[config.mk]
export PLATFORM = sky130hd
export DESIGN_NAME = frame_filter_top
export DESIGN_NICKNAME = d
export VERILOG_FILES = /design/src/source/frame_filter_pkg.sv /design/src/source/frame_filter_top.sv /design/src/source/frame_stats.sv /design/src/source/axis_frame_fifo.sv /design/src/source/rx_ctrl.sv /design/src/source/frame_check.sv
export SDC_FILE = /design/constraint.sdc
export NUM_CORES = 1
export LEC_CHECK = 0
export ABC_AREA = 1
export ABC_CLOCK_PERIOD_IN_PS = 4400
export BUFFER_PORTS_ARGS = -buffer_cell sky130_fd_sc_hd__buf_2
export CAP_MARGIN = 20
export CORE_MARGIN = 2
export CORE_UTILIZATION = 50
export DETAILED_ROUTE_END_ITERATION = 6
export PLACE_DENSITY = 0.74
export SKIP_CTS_REPAIR_TIMING = 1
export SLEW_MARGIN = 20
export SYNTH_ARGS = -nofsm -noshare
export SYNTH_HDL_FRONTEND = slang
export SYNTH_SLANG_ARGS = --single-unit
[constraint.sdc]
create_clock -name clk -period 4.4 [get_ports clk]
set_input_delay 0.88 -clock clk [delete_from_list [all_inputs] [get_ports clk]]
set_output_delay 0.88 -clock clk [all_outputs]
set_load 0.05 [all_outputs]
[src/source/frame_filter_pkg.sv]
`default_nettype none

package frame_filter_pkg;

  // receive side of the filter. RX_DISCARD swallows the tail of an oversize frame.
  typedef enum logic [1:0] {
    RX_IDLE    = 2'd0,
    RX_ACTIVE  = 2'd1,
    RX_DISCARD = 2'd2
  } rx_state_t;

  // outcome of one frame, issued once per frame when it closes.
  typedef enum logic [1:0] {
    VERDICT_GOOD     = 2'd0,
    VERDICT_BAD_SUM  = 2'd1,
    VERDICT_TOO_LONG = 2'd2
  } verdict_t;

  // width of each statistics counter.
  localparam int STAT_WIDTH = 16;

endpackage

`default_nettype wire
[src/source/frame_filter_top.sv]
`timescale 1ns/1ps
`default_nettype none

module frame_filter_top #(
  parameter int DATA_WIDTH     = 8,
  parameter int ADDR_WIDTH     = 4,
  parameter int MAX_LEN        = 12,
  parameter bit DROP_WHEN_FULL = 1'b1
) (
  input  logic                                    clk,
  input  logic                                    rst,
  input  logic [DATA_WIDTH-1:0]                   s_tdata,
  input  logic                                    s_tvalid,
  output logic                                    s_tready,
  input  logic                                    s_tlast,
  output logic [DATA_WIDTH-1:0]                   m_tdata,
  output logic                                    m_tvalid,
  input  logic                                    m_tready,
  output logic                                    m_tlast,
  output logic [frame_filter_pkg::STAT_WIDTH-1:0] good_count,
  output logic [frame_filter_pkg::STAT_WIDTH-1:0] bad_count,
  output logic [frame_filter_pkg::STAT_WIDTH-1:0] drop_count
);

  logic [DATA_WIDTH-1:0]      fifo_tdata;
  logic                       fifo_tvalid;
  logic                       fifo_tready;
  logic                       fifo_tlast;
  logic                       fifo_tuser;
  logic                       beat_accept;
  logic                       beat_last;
  logic [DATA_WIDTH-1:0]      beat_data;
  logic                       sum_ok;
  logic                       len_over;
  logic                       verdict_valid;
  frame_filter_pkg::verdict_t verdict;
  logic                       overflow_drop;

  frame_check #(
    .DATA_WIDTH(DATA_WIDTH),
    .MAX_LEN   (MAX_LEN)
  ) frame_check_inst (
    .clk        (clk),
    .rst        (rst),
    .beat_accept(beat_accept),
    .beat_last  (beat_last),
    .beat_data  (beat_data),
    .sum_ok     (sum_ok),
    .len_over   (len_over)
  );

  rx_ctrl #(
    .DATA_WIDTH(DATA_WIDTH)
  ) rx_ctrl_inst (
    .clk          (clk),
    .rst          (rst),
    .s_tdata      (s_tdata),
    .s_tvalid     (s_tvalid),
    .s_tready     (s_tready),
    .s_tlast      (s_tlast),
    .fifo_tdata   (fifo_tdata),
    .fifo_tvalid  (fifo_tvalid),
    .fifo_tready  (fifo_tready),
    .fifo_tlast   (fifo_tlast),
    .fifo_tuser   (fifo_tuser),
    .beat_accept  (beat_accept),
    .beat_last    (beat_last),
    .beat_data    (beat_data),
    .sum_ok       (sum_ok),
    .len_over     (len_over),
    .verdict_valid(verdict_valid),
    .verdict      (verdict)
  );

  axis_frame_fifo #(
    .DATA_WIDTH    (DATA_WIDTH),
    .ADDR_WIDTH    (ADDR_WIDTH),
    .DROP_WHEN_FULL(DROP_WHEN_FULL)
  ) fifo_inst (
    .clk          (clk),
    .rst          (rst),
    .in_tdata     (fifo_tdata),
    .in_tvalid    (fifo_tvalid),
    .in_tready    (fifo_tready),
    .in_tlast     (fifo_tlast),
    .in_tuser     (fifo_tuser),
    .out_tdata    (m_tdata),
    .out_tvalid   (m_tvalid),
    .out_tready   (m_tready),
    .out_tlast    (m_tlast),
    .overflow_drop(overflow_drop)
  );

  frame_stats stats_inst (
    .clk          (clk),
    .rst          (rst),
    .verdict_valid(verdict_valid),
    .verdict      (verdict),
    .overflow_drop(overflow_drop),
    .good_count   (good_count),
    .bad_count    (bad_count),
    .drop_count   (drop_count)
  );

endmodule

`default_nettype wire

[src/source/frame_stats.sv]
`timescale 1ns/1ps
`default_nettype none

module frame_stats (
  input  logic                                       clk,
  input  logic                                       rst,
  input  logic                                       verdict_valid,
  input  frame_filter_pkg::verdict_t                 verdict,
  input  logic                                       overflow_drop,
  output logic [frame_filter_pkg::STAT_WIDTH-1:0]    good_count,
  output logic [frame_filter_pkg::STAT_WIDTH-1:0]    bad_count,
  output logic [frame_filter_pkg::STAT_WIDTH-1:0]    drop_count
);

  // counters stick at their maximum rather than wrap.
  function automatic logic [frame_filter_pkg::STAT_WIDTH-1:0] sat_inc(
    input logic [frame_filter_pkg::STAT_WIDTH-1:0] value
  );
    return (&value) ? value : value + 1'b1;
  endfunction

  always_ff @(posedge clk) begin
    if (rst) begin
      good_count <= '0;
      bad_count  <= '0;
      drop_count <= '0;
    end else begin
      if (verdict_valid) begin
        if (verdict == frame_filter_pkg::VERDICT_GOOD) begin
          good_count <= sat_inc(good_count);
        end else begin
          bad_count <= sat_inc(bad_count);
        end
      end
      // a good frame lost to overflow shows in both good and drop counts.
      if (overflow_drop) begin
        drop_count <= sat_inc(drop_count);
      end
    end
  end

endmodule

`default_nettype wire

[src/source/axis_frame_fifo.sv]
`timescale 1ns/1ps
`default_nettype none

module axis_frame_fifo #(
  parameter int DATA_WIDTH     = 8,
  parameter int ADDR_WIDTH     = 4,
  parameter bit DROP_WHEN_FULL = 1'b1
) (
  input  logic                  clk,
  input  logic                  rst,
  input  logic [DATA_WIDTH-1:0] in_tdata,
  input  logic                  in_tvalid,
  output logic                  in_tready,
  input  logic                  in_tlast,
  input  logic                  in_tuser,
  output logic [DATA_WIDTH-1:0] out_tdata,
  output logic                  out_tvalid,
  input  logic                  out_tready,
  output logic                  out_tlast,
  output logic                  overflow_drop
);

  localparam int DEPTH = 2 ** ADDR_WIDTH;

  // each entry holds the last flag above the data byte.
  logic [DATA_WIDTH:0]   mem [DEPTH];
  logic [DATA_WIDTH:0]   out_reg;
  logic [ADDR_WIDTH:0]   wr_ptr_commit;
  logic [ADDR_WIDTH:0]   wr_ptr_cur;
  logic [ADDR_WIDTH:0]   rd_ptr;
  logic                  dropping;
  logic                  full_cur;
  logic                  empty;
  logic                  write;
  logic                  mem_we;
  logic                  read;

  // full means the frame in progress has caught up with the read side.
  assign full_cur = (wr_ptr_cur[ADDR_WIDTH] != rd_ptr[ADDR_WIDTH]) &&
                    (wr_ptr_cur[ADDR_WIDTH-1:0] == rd_ptr[ADDR_WIDTH-1:0]);

  // only committed frames are visible to the read side.
  assign empty = (wr_ptr_commit == rd_ptr);

  assign in_tready = DROP_WHEN_FULL ? 1'b1 : !full_cur;
  assign write     = in_tvalid && in_tready;
  assign mem_we    = write && !full_cur && !dropping;

  always_ff @(posedge clk) begin
    if (mem_we) begin
      mem[wr_ptr_cur[ADDR_WIDTH-1:0]] <= {in_tlast, in_tdata};
    end
  end

  always_ff @(posedge clk) begin
    if (rst) begin
      wr_ptr_commit <= '0;
      wr_ptr_cur    <= '0;
      dropping      <= 1'b0;
      overflow_drop <= 1'b0;
    end else begin
      overflow_drop <= 1'b0;
      if (write) begin
        if (full_cur || dropping) begin
          // no room, so the rest of this frame is thrown away.
          if (in_tlast) begin
            wr_ptr_cur    <= wr_ptr_commit;
            dropping      <= 1'b0;
            overflow_drop <= !in_tuser;
          end else begin
            dropping <= 1'b1;
          end
        end else if (in_tlast) begin
          if (in_tuser) begin
            wr_ptr_cur <= wr_ptr_commit;
          end else begin
            wr_ptr_cur    <= wr_ptr_cur + 1'b1;
            wr_ptr_commit <= wr_ptr_cur + 1'b1;
          end
        end else begin
          wr_ptr_cur <= wr_ptr_cur + 1'b1;
        end
      end
    end
  end

  // the output register loads when it is empty or its beat leaves.
  assign read = !empty && (!out_tvalid || out_tready);

  always_ff @(posedge clk) begin
    if (rst) begin
      rd_ptr     <= '0;
      out_tvalid <= 1'b0;
    end else begin
      if (read) begin
        rd_ptr <= rd_ptr + 1'b1;
      end
      if (!out_tvalid || out_tready) begin
        out_tvalid <= !empty;
      end
    end
  end

  always_ff @(posedge clk) begin
    if (read) begin
      out_reg <= mem[rd_ptr[ADDR_WIDTH-1:0]];
    end
  end

  assign out_tlast = out_reg[DATA_WIDTH];
  assign out_tdata = out_reg[DATA_WIDTH-1:0];

endmodule

`default_nettype wire

[src/source/rx_ctrl.sv]
`timescale 1ns/1ps
`default_nettype none

module rx_ctrl #(
  parameter int DATA_WIDTH = 8
) (
  input  logic                        clk,
  input  logic                        rst,
  input  logic [DATA_WIDTH-1:0]       s_tdata,
  input  logic                        s_tvalid,
  output logic                        s_tready,
  input  logic                        s_tlast,
  output logic [DATA_WIDTH-1:0]       fifo_tdata,
  output logic                        fifo_tvalid,
  input  logic                        fifo_tready,
  output logic                        fifo_tlast,
  output logic                        fifo_tuser,
  output logic                        beat_accept,
  output logic                        beat_last,
  output logic [DATA_WIDTH-1:0]       beat_data,
  input  logic                        sum_ok,
  input  logic                        len_over,
  output logic                        verdict_valid,
  output frame_filter_pkg::verdict_t  verdict
);

  frame_filter_pkg::rx_state_t state;
  frame_filter_pkg::rx_state_t state_next;
  logic                        discard;
  logic                        frame_close;

  assign discard = (state == frame_filter_pkg::RX_DISCARD);

  // beats go straight to the FIFO unless the tail of a long frame is being dropped.
  assign fifo_tdata  = s_tdata;
  assign fifo_tvalid = s_tvalid && !discard;
  assign s_tready    = discard ? 1'b1 : fifo_tready;

  assign beat_accept = fifo_tvalid && fifo_tready;
  assign beat_last   = s_tlast;
  assign beat_data   = s_tdata;

  // an oversize frame is closed early and marked so the FIFO rewinds it.
  assign fifo_tlast  = s_tlast || len_over;
  assign fifo_tuser  = len_over || !sum_ok;
  assign frame_close = beat_accept && fifo_tlast;

  always_comb begin
    state_next = state;
    case (state)
      frame_filter_pkg::RX_IDLE,
      frame_filter_pkg::RX_ACTIVE: begin
        if (beat_accept) begin
          if (len_over) begin
            state_next = frame_filter_pkg::RX_DISCARD;
          end else if (s_tlast) begin
            state_next = frame_filter_pkg::RX_IDLE;
          end else begin
            state_next = frame_filter_pkg::RX_ACTIVE;
          end
        end
      end
      frame_filter_pkg::RX_DISCARD: begin
        if (s_tvalid && s_tlast) begin
          state_next = frame_filter_pkg::RX_IDLE;
        end
      end
      default: state_next = frame_filter_pkg::RX_IDLE;
    endcase
  end

  always_ff @(posedge clk) begin
    if (rst) begin
      state         <= frame_filter_pkg::RX_IDLE;
      verdict_valid <= 1'b0;
    end else begin
      state         <= state_next;
      verdict_valid <= frame_close;
    end
  end

  always_ff @(posedge clk) begin
    if (frame_close) begin
      if (len_over) begin
        verdict <= frame_filter_pkg::VERDICT_TOO_LONG;
      end else if (sum_ok) begin
        verdict <= frame_filter_pkg::VERDICT_GOOD;
      end else begin
        verdict <= frame_filter_pkg::VERDICT_BAD_SUM;
      end
    end
  end

endmodule

`default_nettype wire

[src/source/frame_check.sv]
`timescale 1ns/1ps
`default_nettype none

module frame_check #(
  parameter int DATA_WIDTH = 8,
  parameter int MAX_LEN    = 12
) (
  input  logic                  clk,
  input  logic                  rst,
  input  logic                  beat_accept,
  input  logic                  beat_last,
  input  logic [DATA_WIDTH-1:0] beat_data,
  output logic                  sum_ok,
  output logic                  len_over
);

  localparam int CNT_WIDTH = $clog2(MAX_LEN + 1);

  logic [DATA_WIDTH-1:0] xor_q;
  logic [CNT_WIDTH-1:0]  count_q;
  logic [DATA_WIDTH-1:0] xor_next;
  logic                  frame_end;

  // the checksum byte makes the XOR of the whole frame zero.
  assign xor_next = xor_q ^ beat_data;
  assign sum_ok   = (xor_next == '0);

  // count_q holds the beats already taken, so this beat is number count_q + 1.
  assign len_over = beat_accept && !beat_last &&
                    (count_q == CNT_WIDTH'(MAX_LEN - 1));

  // a frame ends on its last beat or when it is cut short for length.
  assign frame_end = beat_accept && (beat_last || len_over);

  always_ff @(posedge clk) begin
    if (rst) begin
      xor_q   <= '0;
      count_q <= '0;
    end else if (frame_end) begin
      xor_q   <= '0;
      count_q <= '0;
    end else if (beat_accept) begin
      xor_q   <= xor_next;
      count_q <= count_q + 1'b1;
    end
  end

endmodule

`default_nettype wire

==> results of run 1 <==
-- cells in the mapped netlist, drive strengths merged --
cell type  instances
buf               19
ha                 9
nor2             183
clkinv             2
xor2              18
dfxtp             81
a21oi             67
xnor2             14
nand2            197
nor3              13
nor4               2
clkbuf            28
o211ai             3
edfxtp           155
conb               1
nand3             58
nor3b              3
o21ai            105
o221ai            17
inv               71
nand4             15
o22ai             19
a31oi              3
or2                1
-- layout by cell type (no fill, tap or decap), types with 3 or more instances in the layout --
cell type,n
buf_2,70
clkinv_1,4
nor3_1,12
a31oi_1,3
o211ai_1,3
ha_1,9
nor3b_1,3
o21ai_0,105
xor2_1,18
dfxtp_1,80
xnor2_1,14
nand3_1,55
edfxtp_1,155
clkbuf_16,25
clkbuf_1,7
inv_2,7
nand2_1,194
o221ai_1,17
o22ai_1,19
nand4_1,15
clkinv_2,8
nor2_1,182
inv_1,64
buf_4,3
a21oi_1,66
-- cell families (layout without fill, tap and decap cells) --
family,Yosys count,after routing,share of synthesized area
AND/OR/NAND/NOR,472,472,0.191
flip-flops,236,236,0.608
buffers and inverters,120,193,0.0489
AO/OA/AOI/OAI,214,214,0.114
XOR/XNOR,32,32,0.0271
other,1,1,0.000363
adder cells (fa/ha/maj),9,9,0.0109
-- metrics by stage --
step                total power [uW]  utilization  setup slack [ps]  cells  hold WS [ps]
floorplan                       3430            -              2100   1084           455
global placement                3730        0.534              1430   1380           468
detailed placement              3740        0.534              1220   1380           478
CTS                             5610        0.570              1570   1426           495
global route                    5840        0.571              1340   1427           511
finish                          5600        0.571              1520   1427           492
-- layout make-up --
class | instances | area, sq um
fillers | 1735 | 8680
flip-flops and latches | 236 | 6280
multi-input cells | 728 | 3550
clock buffers | 32 | 652
repair buffers | 74 | 388
well taps | 270 | 338
inverters | 73 | 274
clock inverters | 14 | 77.6
-- tightest hold or removal path, delay by kind of cell (launching register included) --
kind,cells,cell delay [ps]
simple gates,1,60
compound gates,1,60
flops,1,320
-- report_power, final --
part / total (uW) / switching (uW) / internal [uW] / leakage, uW
Sequential: 2560 / 52.3 / 2510 / 0.00206
Combinational: 1160 / 876 / 286 / 0.00172
Clock: 1880 / 827 / 1050 / 0.000360
Total: 5600 / 1750 / 3840 / 0.00414
-- routing by layer --
metal,vias up,GRT usage,share of wire
met5,-,0,0
met4,0,0.0716,0.028
met3,51,0.0398,0.078
met2,323,0.367,0.46
met1,3659,0.300,0.43
li1,3831,-,-
-- worst min path at each step --
stage,endpoint,cells past startpoint
after floorplan,frame_check_inst.count_q[1],2
after global placement,stats_inst.bad_count[14],2
after detailed placement,stats_inst.good_count[3],1
after CTS,stats_inst.bad_count[14],2
after global routing,frame_check_inst.count_q[1],2
final,stats_inst.drop_count[15],2
==> qor.yml, run 1 <==
critical_path:
  end_kind: "flop"
  reg2reg_depth: 7
  cp_slowest_cell: "dfxtp_1"
  r2r-end: "fifo_inst.mem[11][5]"
  timing.critical_path.buf_inv: 1
  worstSetupStartpoint: "fifo_inst.rd_ptr[2]"
  cp.required_ps: 4540
  r2r_start: "fifo_inst.rd_ptr[2]"
  crit_path_max_incr_delay_ps: 730
  start_kind: "flop"
  cp_cell_sequence: "xor2_1, nor2_1, nand3_2, nand3_2, inv_2, nand2_1, nor2_1"
  critical-path-top-delay-family: "simple AND/OR/NAND/NOR gates"
  crit_cells: 7
  cp-endpoint: "fifo_inst.mem[11][5]"
  reg2reg_setup_slack_ps: 1520
  crit_type: "flop to flop"
  cp_data_arrival_time_ps: 3020
  critical_path_peak_fanout: 17
cts:
  cts_tree: "built"
  clk_path_buf_depth: 3
  numCtsBuffers: 25
  clkLatencyLatePin_ps: 520
  cts_root_buffer: "clkbuf_16"
  clk_pin_slew_ps: 60
  cts.sinks: 236
  htreeDepth: 1
logic_synthesis:
  ys_ff_latch: 236
  yosys-top-cells-area: "edfxtp_1, dfxtp_1, nand2_1, nor2_1, o21ai_0"
  synth.net_count: 1106
  yosys.area.top_type: "edfxtp_1"
  syn_inst: 1084
  syn-cell-area_sq_um: 10300
  avgSynthCellArea_sq_um: 9.53
  ys_types: 35
  yosysTopAreaCellShare: 0.451
  yosysSeqAreaShare: 0.608
  ys_warn_count: 0
placed_design:
  place_area_sq_um: 10800
  globalplace.congestion: 0.914
  portBuffers: 70
  dpl.hpwl_um: 15600
power:
  power.leakage_uw: 0.00414
  powerDensity_nw_per_um2: 484
  peakVddDrop_mv: 0.356
timing:
  finalSetupViolations: 0
  rsz0062_at_grt: "false"
  drv_slew: 0
  fmax_mhz: 347
  worst_pin_slew_ps: 881
  fin_crit_ps: 2880
  finClkSkew_ps: 15.7
  finalSetupTns_ps: 0
  fin_crit_sh: 0.654
  max-slew-margin-rel: 0.411
  hold_viol: 0
hold_path:
  hp-class: "flop to flop"
  min_from: "stats_inst.drop_count[15]"
global_routing:
  grt_pass1_vias: 7418
  antenna_found_initial: 0
  grt_overflow: 0
  grt_pass1_wl_um: 38800
  grt_max_degree: 76
  gr-usage-all-layers: 0.222
layout:
  largest_register_ff_count: 144
  num-nets-final: 1160
  drive_above_1_share: 0.111
  antenna_cells: 0
  stdcell_area_sq_um: 11600
  syn_to_final_growth_pct: 11.9
floorplan:
  fp.coreArea_sq_um: 20200
  floorplan.die_area_sq_um: 21800
  pin_count: 72
  rows: 52
  die_h_um: 148
  initial_core_util: 0.510
  die_w_um: 148
route:
  wl_um: 24200
  dr_total_vias: 7864
  avgRoutedWirePerCell_um: 16.9
  avgViaCountPerCell: 5.51
  postRouteAntennaNets: 0
  initialDrtViolationCount: 731
  drc: 0
  dr.pass1.iters: 7
job:
  drv_cap: 0
run_status:
  status: "finished clean"
Power figures use the tool's default switching activity.
==> run 2, diff against run 1 <==
--- a/config.mk
+++ b/config.mk
@@ -6,7 +6,7 @@
 export NUM_CORES = 1
 export LEC_CHECK = 0
 export ABC_AREA = 1
-export ABC_CLOCK_PERIOD_IN_PS = 4400
+export ABC_CLOCK_PERIOD_IN_PS = 2700
 export BUFFER_PORTS_ARGS = -buffer_cell sky130_fd_sc_hd__buf_2
 export CAP_MARGIN = 20
 export CORE_MARGIN = 2
==> constraint.sdc (replaced) <==
create_clock -name clk -period 2.7 [get_ports clk]
set_input_delay 0.54 -clock clk [delete_from_list [all_inputs] [get_ports clk]]
set_output_delay 0.54 -clock clk [all_outputs]
set_load 0.05 [all_outputs]
==> run 2 against run 1 <==
Via count up 0.81%; sequential power up 63%; first-iteration DRC count up 7.1%; flip-flop and latch count unchanged; final cell count up 1.7%; global-route usage down 1.1 points; design area up 2.0%; critical endpoint is now fifo_inst.mem[9][6]; sequential share of layout area down 1.1 points; die area unchanged; non-clock buffer count up 25; power up 66%.
==> qor.yml, run 2 (same netlist as run 1, synthesis figures left out) <==
timing:
  hold_viol: 0  # unchanged
  worst_pin_slew_ps: 729  # -152 ps
  rsz0062_at_grt: "false"
  fin_crit_ps: 2240  # -634 ps
  max-slew-margin-rel: 0.512  # +0.102
  drv_slew: 0  # unchanged
  fmax_mhz: 446  # +28%
  finalSetupTns_ps: 0  # unchanged
  finalSetupViolations: 0  # unchanged
  finClkSkew_ps: 13.3  # -2.40 ps
  fin_crit_sh: 0.831  # +0.177
power:
  peakVddDrop_mv: 0.462  # +30%
  power_frac_seq: 0.448  # -0.009
  pwr-share-clk: 0.348  # +0.013
  powerDensity_nw_per_um2: 789  # +63%
  switching_share: 0.304  # -0.00925
  combinationalPowerShare: 0.204  # -0.003
  internal_power_uw: 6470  # +68%
  p_sw_uw: 2830  # +61%
  power.leakage_uw: 0.00429  # +3.7%
critical_path:
  cp_cell_sequence: "inv_2, nand2_1, o21ai_0, nor2_1, nand3_2, nand3_2, inv_2, nand2_1, nor2_1, buf_4"
  start_kind: "flop"
  critical-path-top-delay-family: "simple AND/OR/NAND/NOR gates"
  cp.required_ps: 2910  # -1630 ps
  timing.critical_path.buf_inv: 3  # +2
  critical_path_peak_fanout: 22  # +5
  end_kind: "flop"
  crit_type: "flop to flop"
  crit_path_max_incr_delay_ps: 340  # -390 ps
  cp_data_arrival_time_ps: 2450  # -570 ps
  cp_slowest_cell: "dfxtp_2"
floorplan:
  fp.coreArea_sq_um: 20200  # unchanged
  rows: 52  # unchanged
  die_w_um: 148  # unchanged
  initial_core_util: 0.510  # unchanged
  floorplan.die_area_sq_um: 21800  # unchanged
  die_h_um: 148  # unchanged
  pin_count: 72  # unchanged
global_routing:
  antenna_found_initial: 0  # unchanged
  grt_overflow: 0  # unchanged
  gr-usage-all-layers: 0.211  # -0.0113
  grt_max_degree: 74  # -2.6%
  grt_pass1_vias: 7392  # -0.35%
  grt_pass1_wl_um: 37100  # -4.2%
cts:
  clkLatencyLatePin_ps: 510  # about the same
  numCtsBuffers: 25  # unchanged
  cts.sinks: 236  # unchanged
  clk_pin_slew_ps: 60  # about the same
  cts_root_buffer: "clkbuf_16"
  htreeDepth: 1  # unchanged
  cts_tree: "built"
  clk_path_buf_depth: 3  # unchanged
run_status:
  status: "finished clean"
route:
  drc: 0  # unchanged
  dr_total_vias: 7928  # +0.81%
  initialDrtViolationCount: 783  # +7.1%
  postRouteAntennaNets: 0  # unchanged
  dr.pass1.iters: 6  # -1
  avgViaCountPerCell: 5.46  # -0.85%
  avgRoutedWirePerCell_um: 16.2  # -4.3%
  wl_um: 23500  # -2.7%
placed_design:
  dp.cells: 1406  # +1.9%
  portBuffers: 70  # unchanged
  globalplace.congestion: 0.904  # -1.1%
  dpl.hpwl_um: 15100  # -3.2%
layout:
  syn_to_final_growth_pct: 14.1
  fin_cells: 1451  # +1.7%
  mostFrequentLayoutCells: "nand2_1, nor2_1, edfxtp_1"
  fillers: 1714  # -1.2%
  antenna_cells: 0  # unchanged
  num-nets-final: 1185  # +2.2%
  largest_register_ff_count: 144  # unchanged
  final_common_cell: "nand2_1"
  drive_above_1_share: 0.130  # +0.0181
job:
  drv_cap: 0  # unchanged
hold_path:
  hp-class: "primary input to flop"
==> run 2: cell count changes in the layout (fill, tap and decap cells not counted), sizes merged <==
cell,delta
bufinv,+1
buf,+25
inv,-2
clkbuf,+1
clkinv,-1
==> run 2: cell type report <==
cell class                      instances  area, sq um  area share
Clock buffer                           33          697      0.0591
Tap cell                              270          338      0.0287
Multi-Input combinational cell        728         3550       0.301
Sequential cell                       236         6280       0.533
Clock inverter                         12         86.3     0.00732
Inverter                               73          274      0.0232
Timing Repair Buffer                   99          568      0.0482
==> run 2: path summary, 6_finish.rpt <==
check,endpoint,from,slack (ps),cells after the start
max,fifo_inst.mem[9][6],fifo_inst.rd_ptr[0],460,10
max reg2reg,fifo_inst.mem[9][6],fifo_inst.rd_ptr[0],460,10
min,rx_ctrl_inst.state[0],s_tvalid,250,2
min reg2reg,stats_inst.bad_count[14],stats_inst.bad_count[14],490,2
==> run 2: per-layer routing <==
layer / share of wire / global-route usage
met5: 0 / 0
met4: 0.022 / 0.0567
met3: 0.072 / 0.0321
met2: 0.48 / 0.360
met1: 0.42 / 0.283
==> run 2: stage by stage <==
step | instance area (sq um) | worst slack [ps] | utilization | total power, uW | hold slack (ps)
floorplan | 10300 | 733 | - | 5590 | 455
global placement | 11000 | 523 | 0.544 | 6070 | 467
detailed placement | 11000 | 463 | 0.544 | 6110 | 480
CTS | 11800 | 458 | 0.583 | 9330 | 240
global route | 11800 | 258 | 0.583 | 9670 | 252
finish | 11800 | 456 | 0.583 | 9300 | 251
==> run 2: power by group through the flow <==
stage	Combinational, uW	Clock, uW	Sequential (uW)
floorplan	1080	0	4510
global placement	1840	0	4230
detailed placement	1870	0	4240
CTS	1890	3280	4170
global route	2060	3430	4180
finish	1890	3240	4170
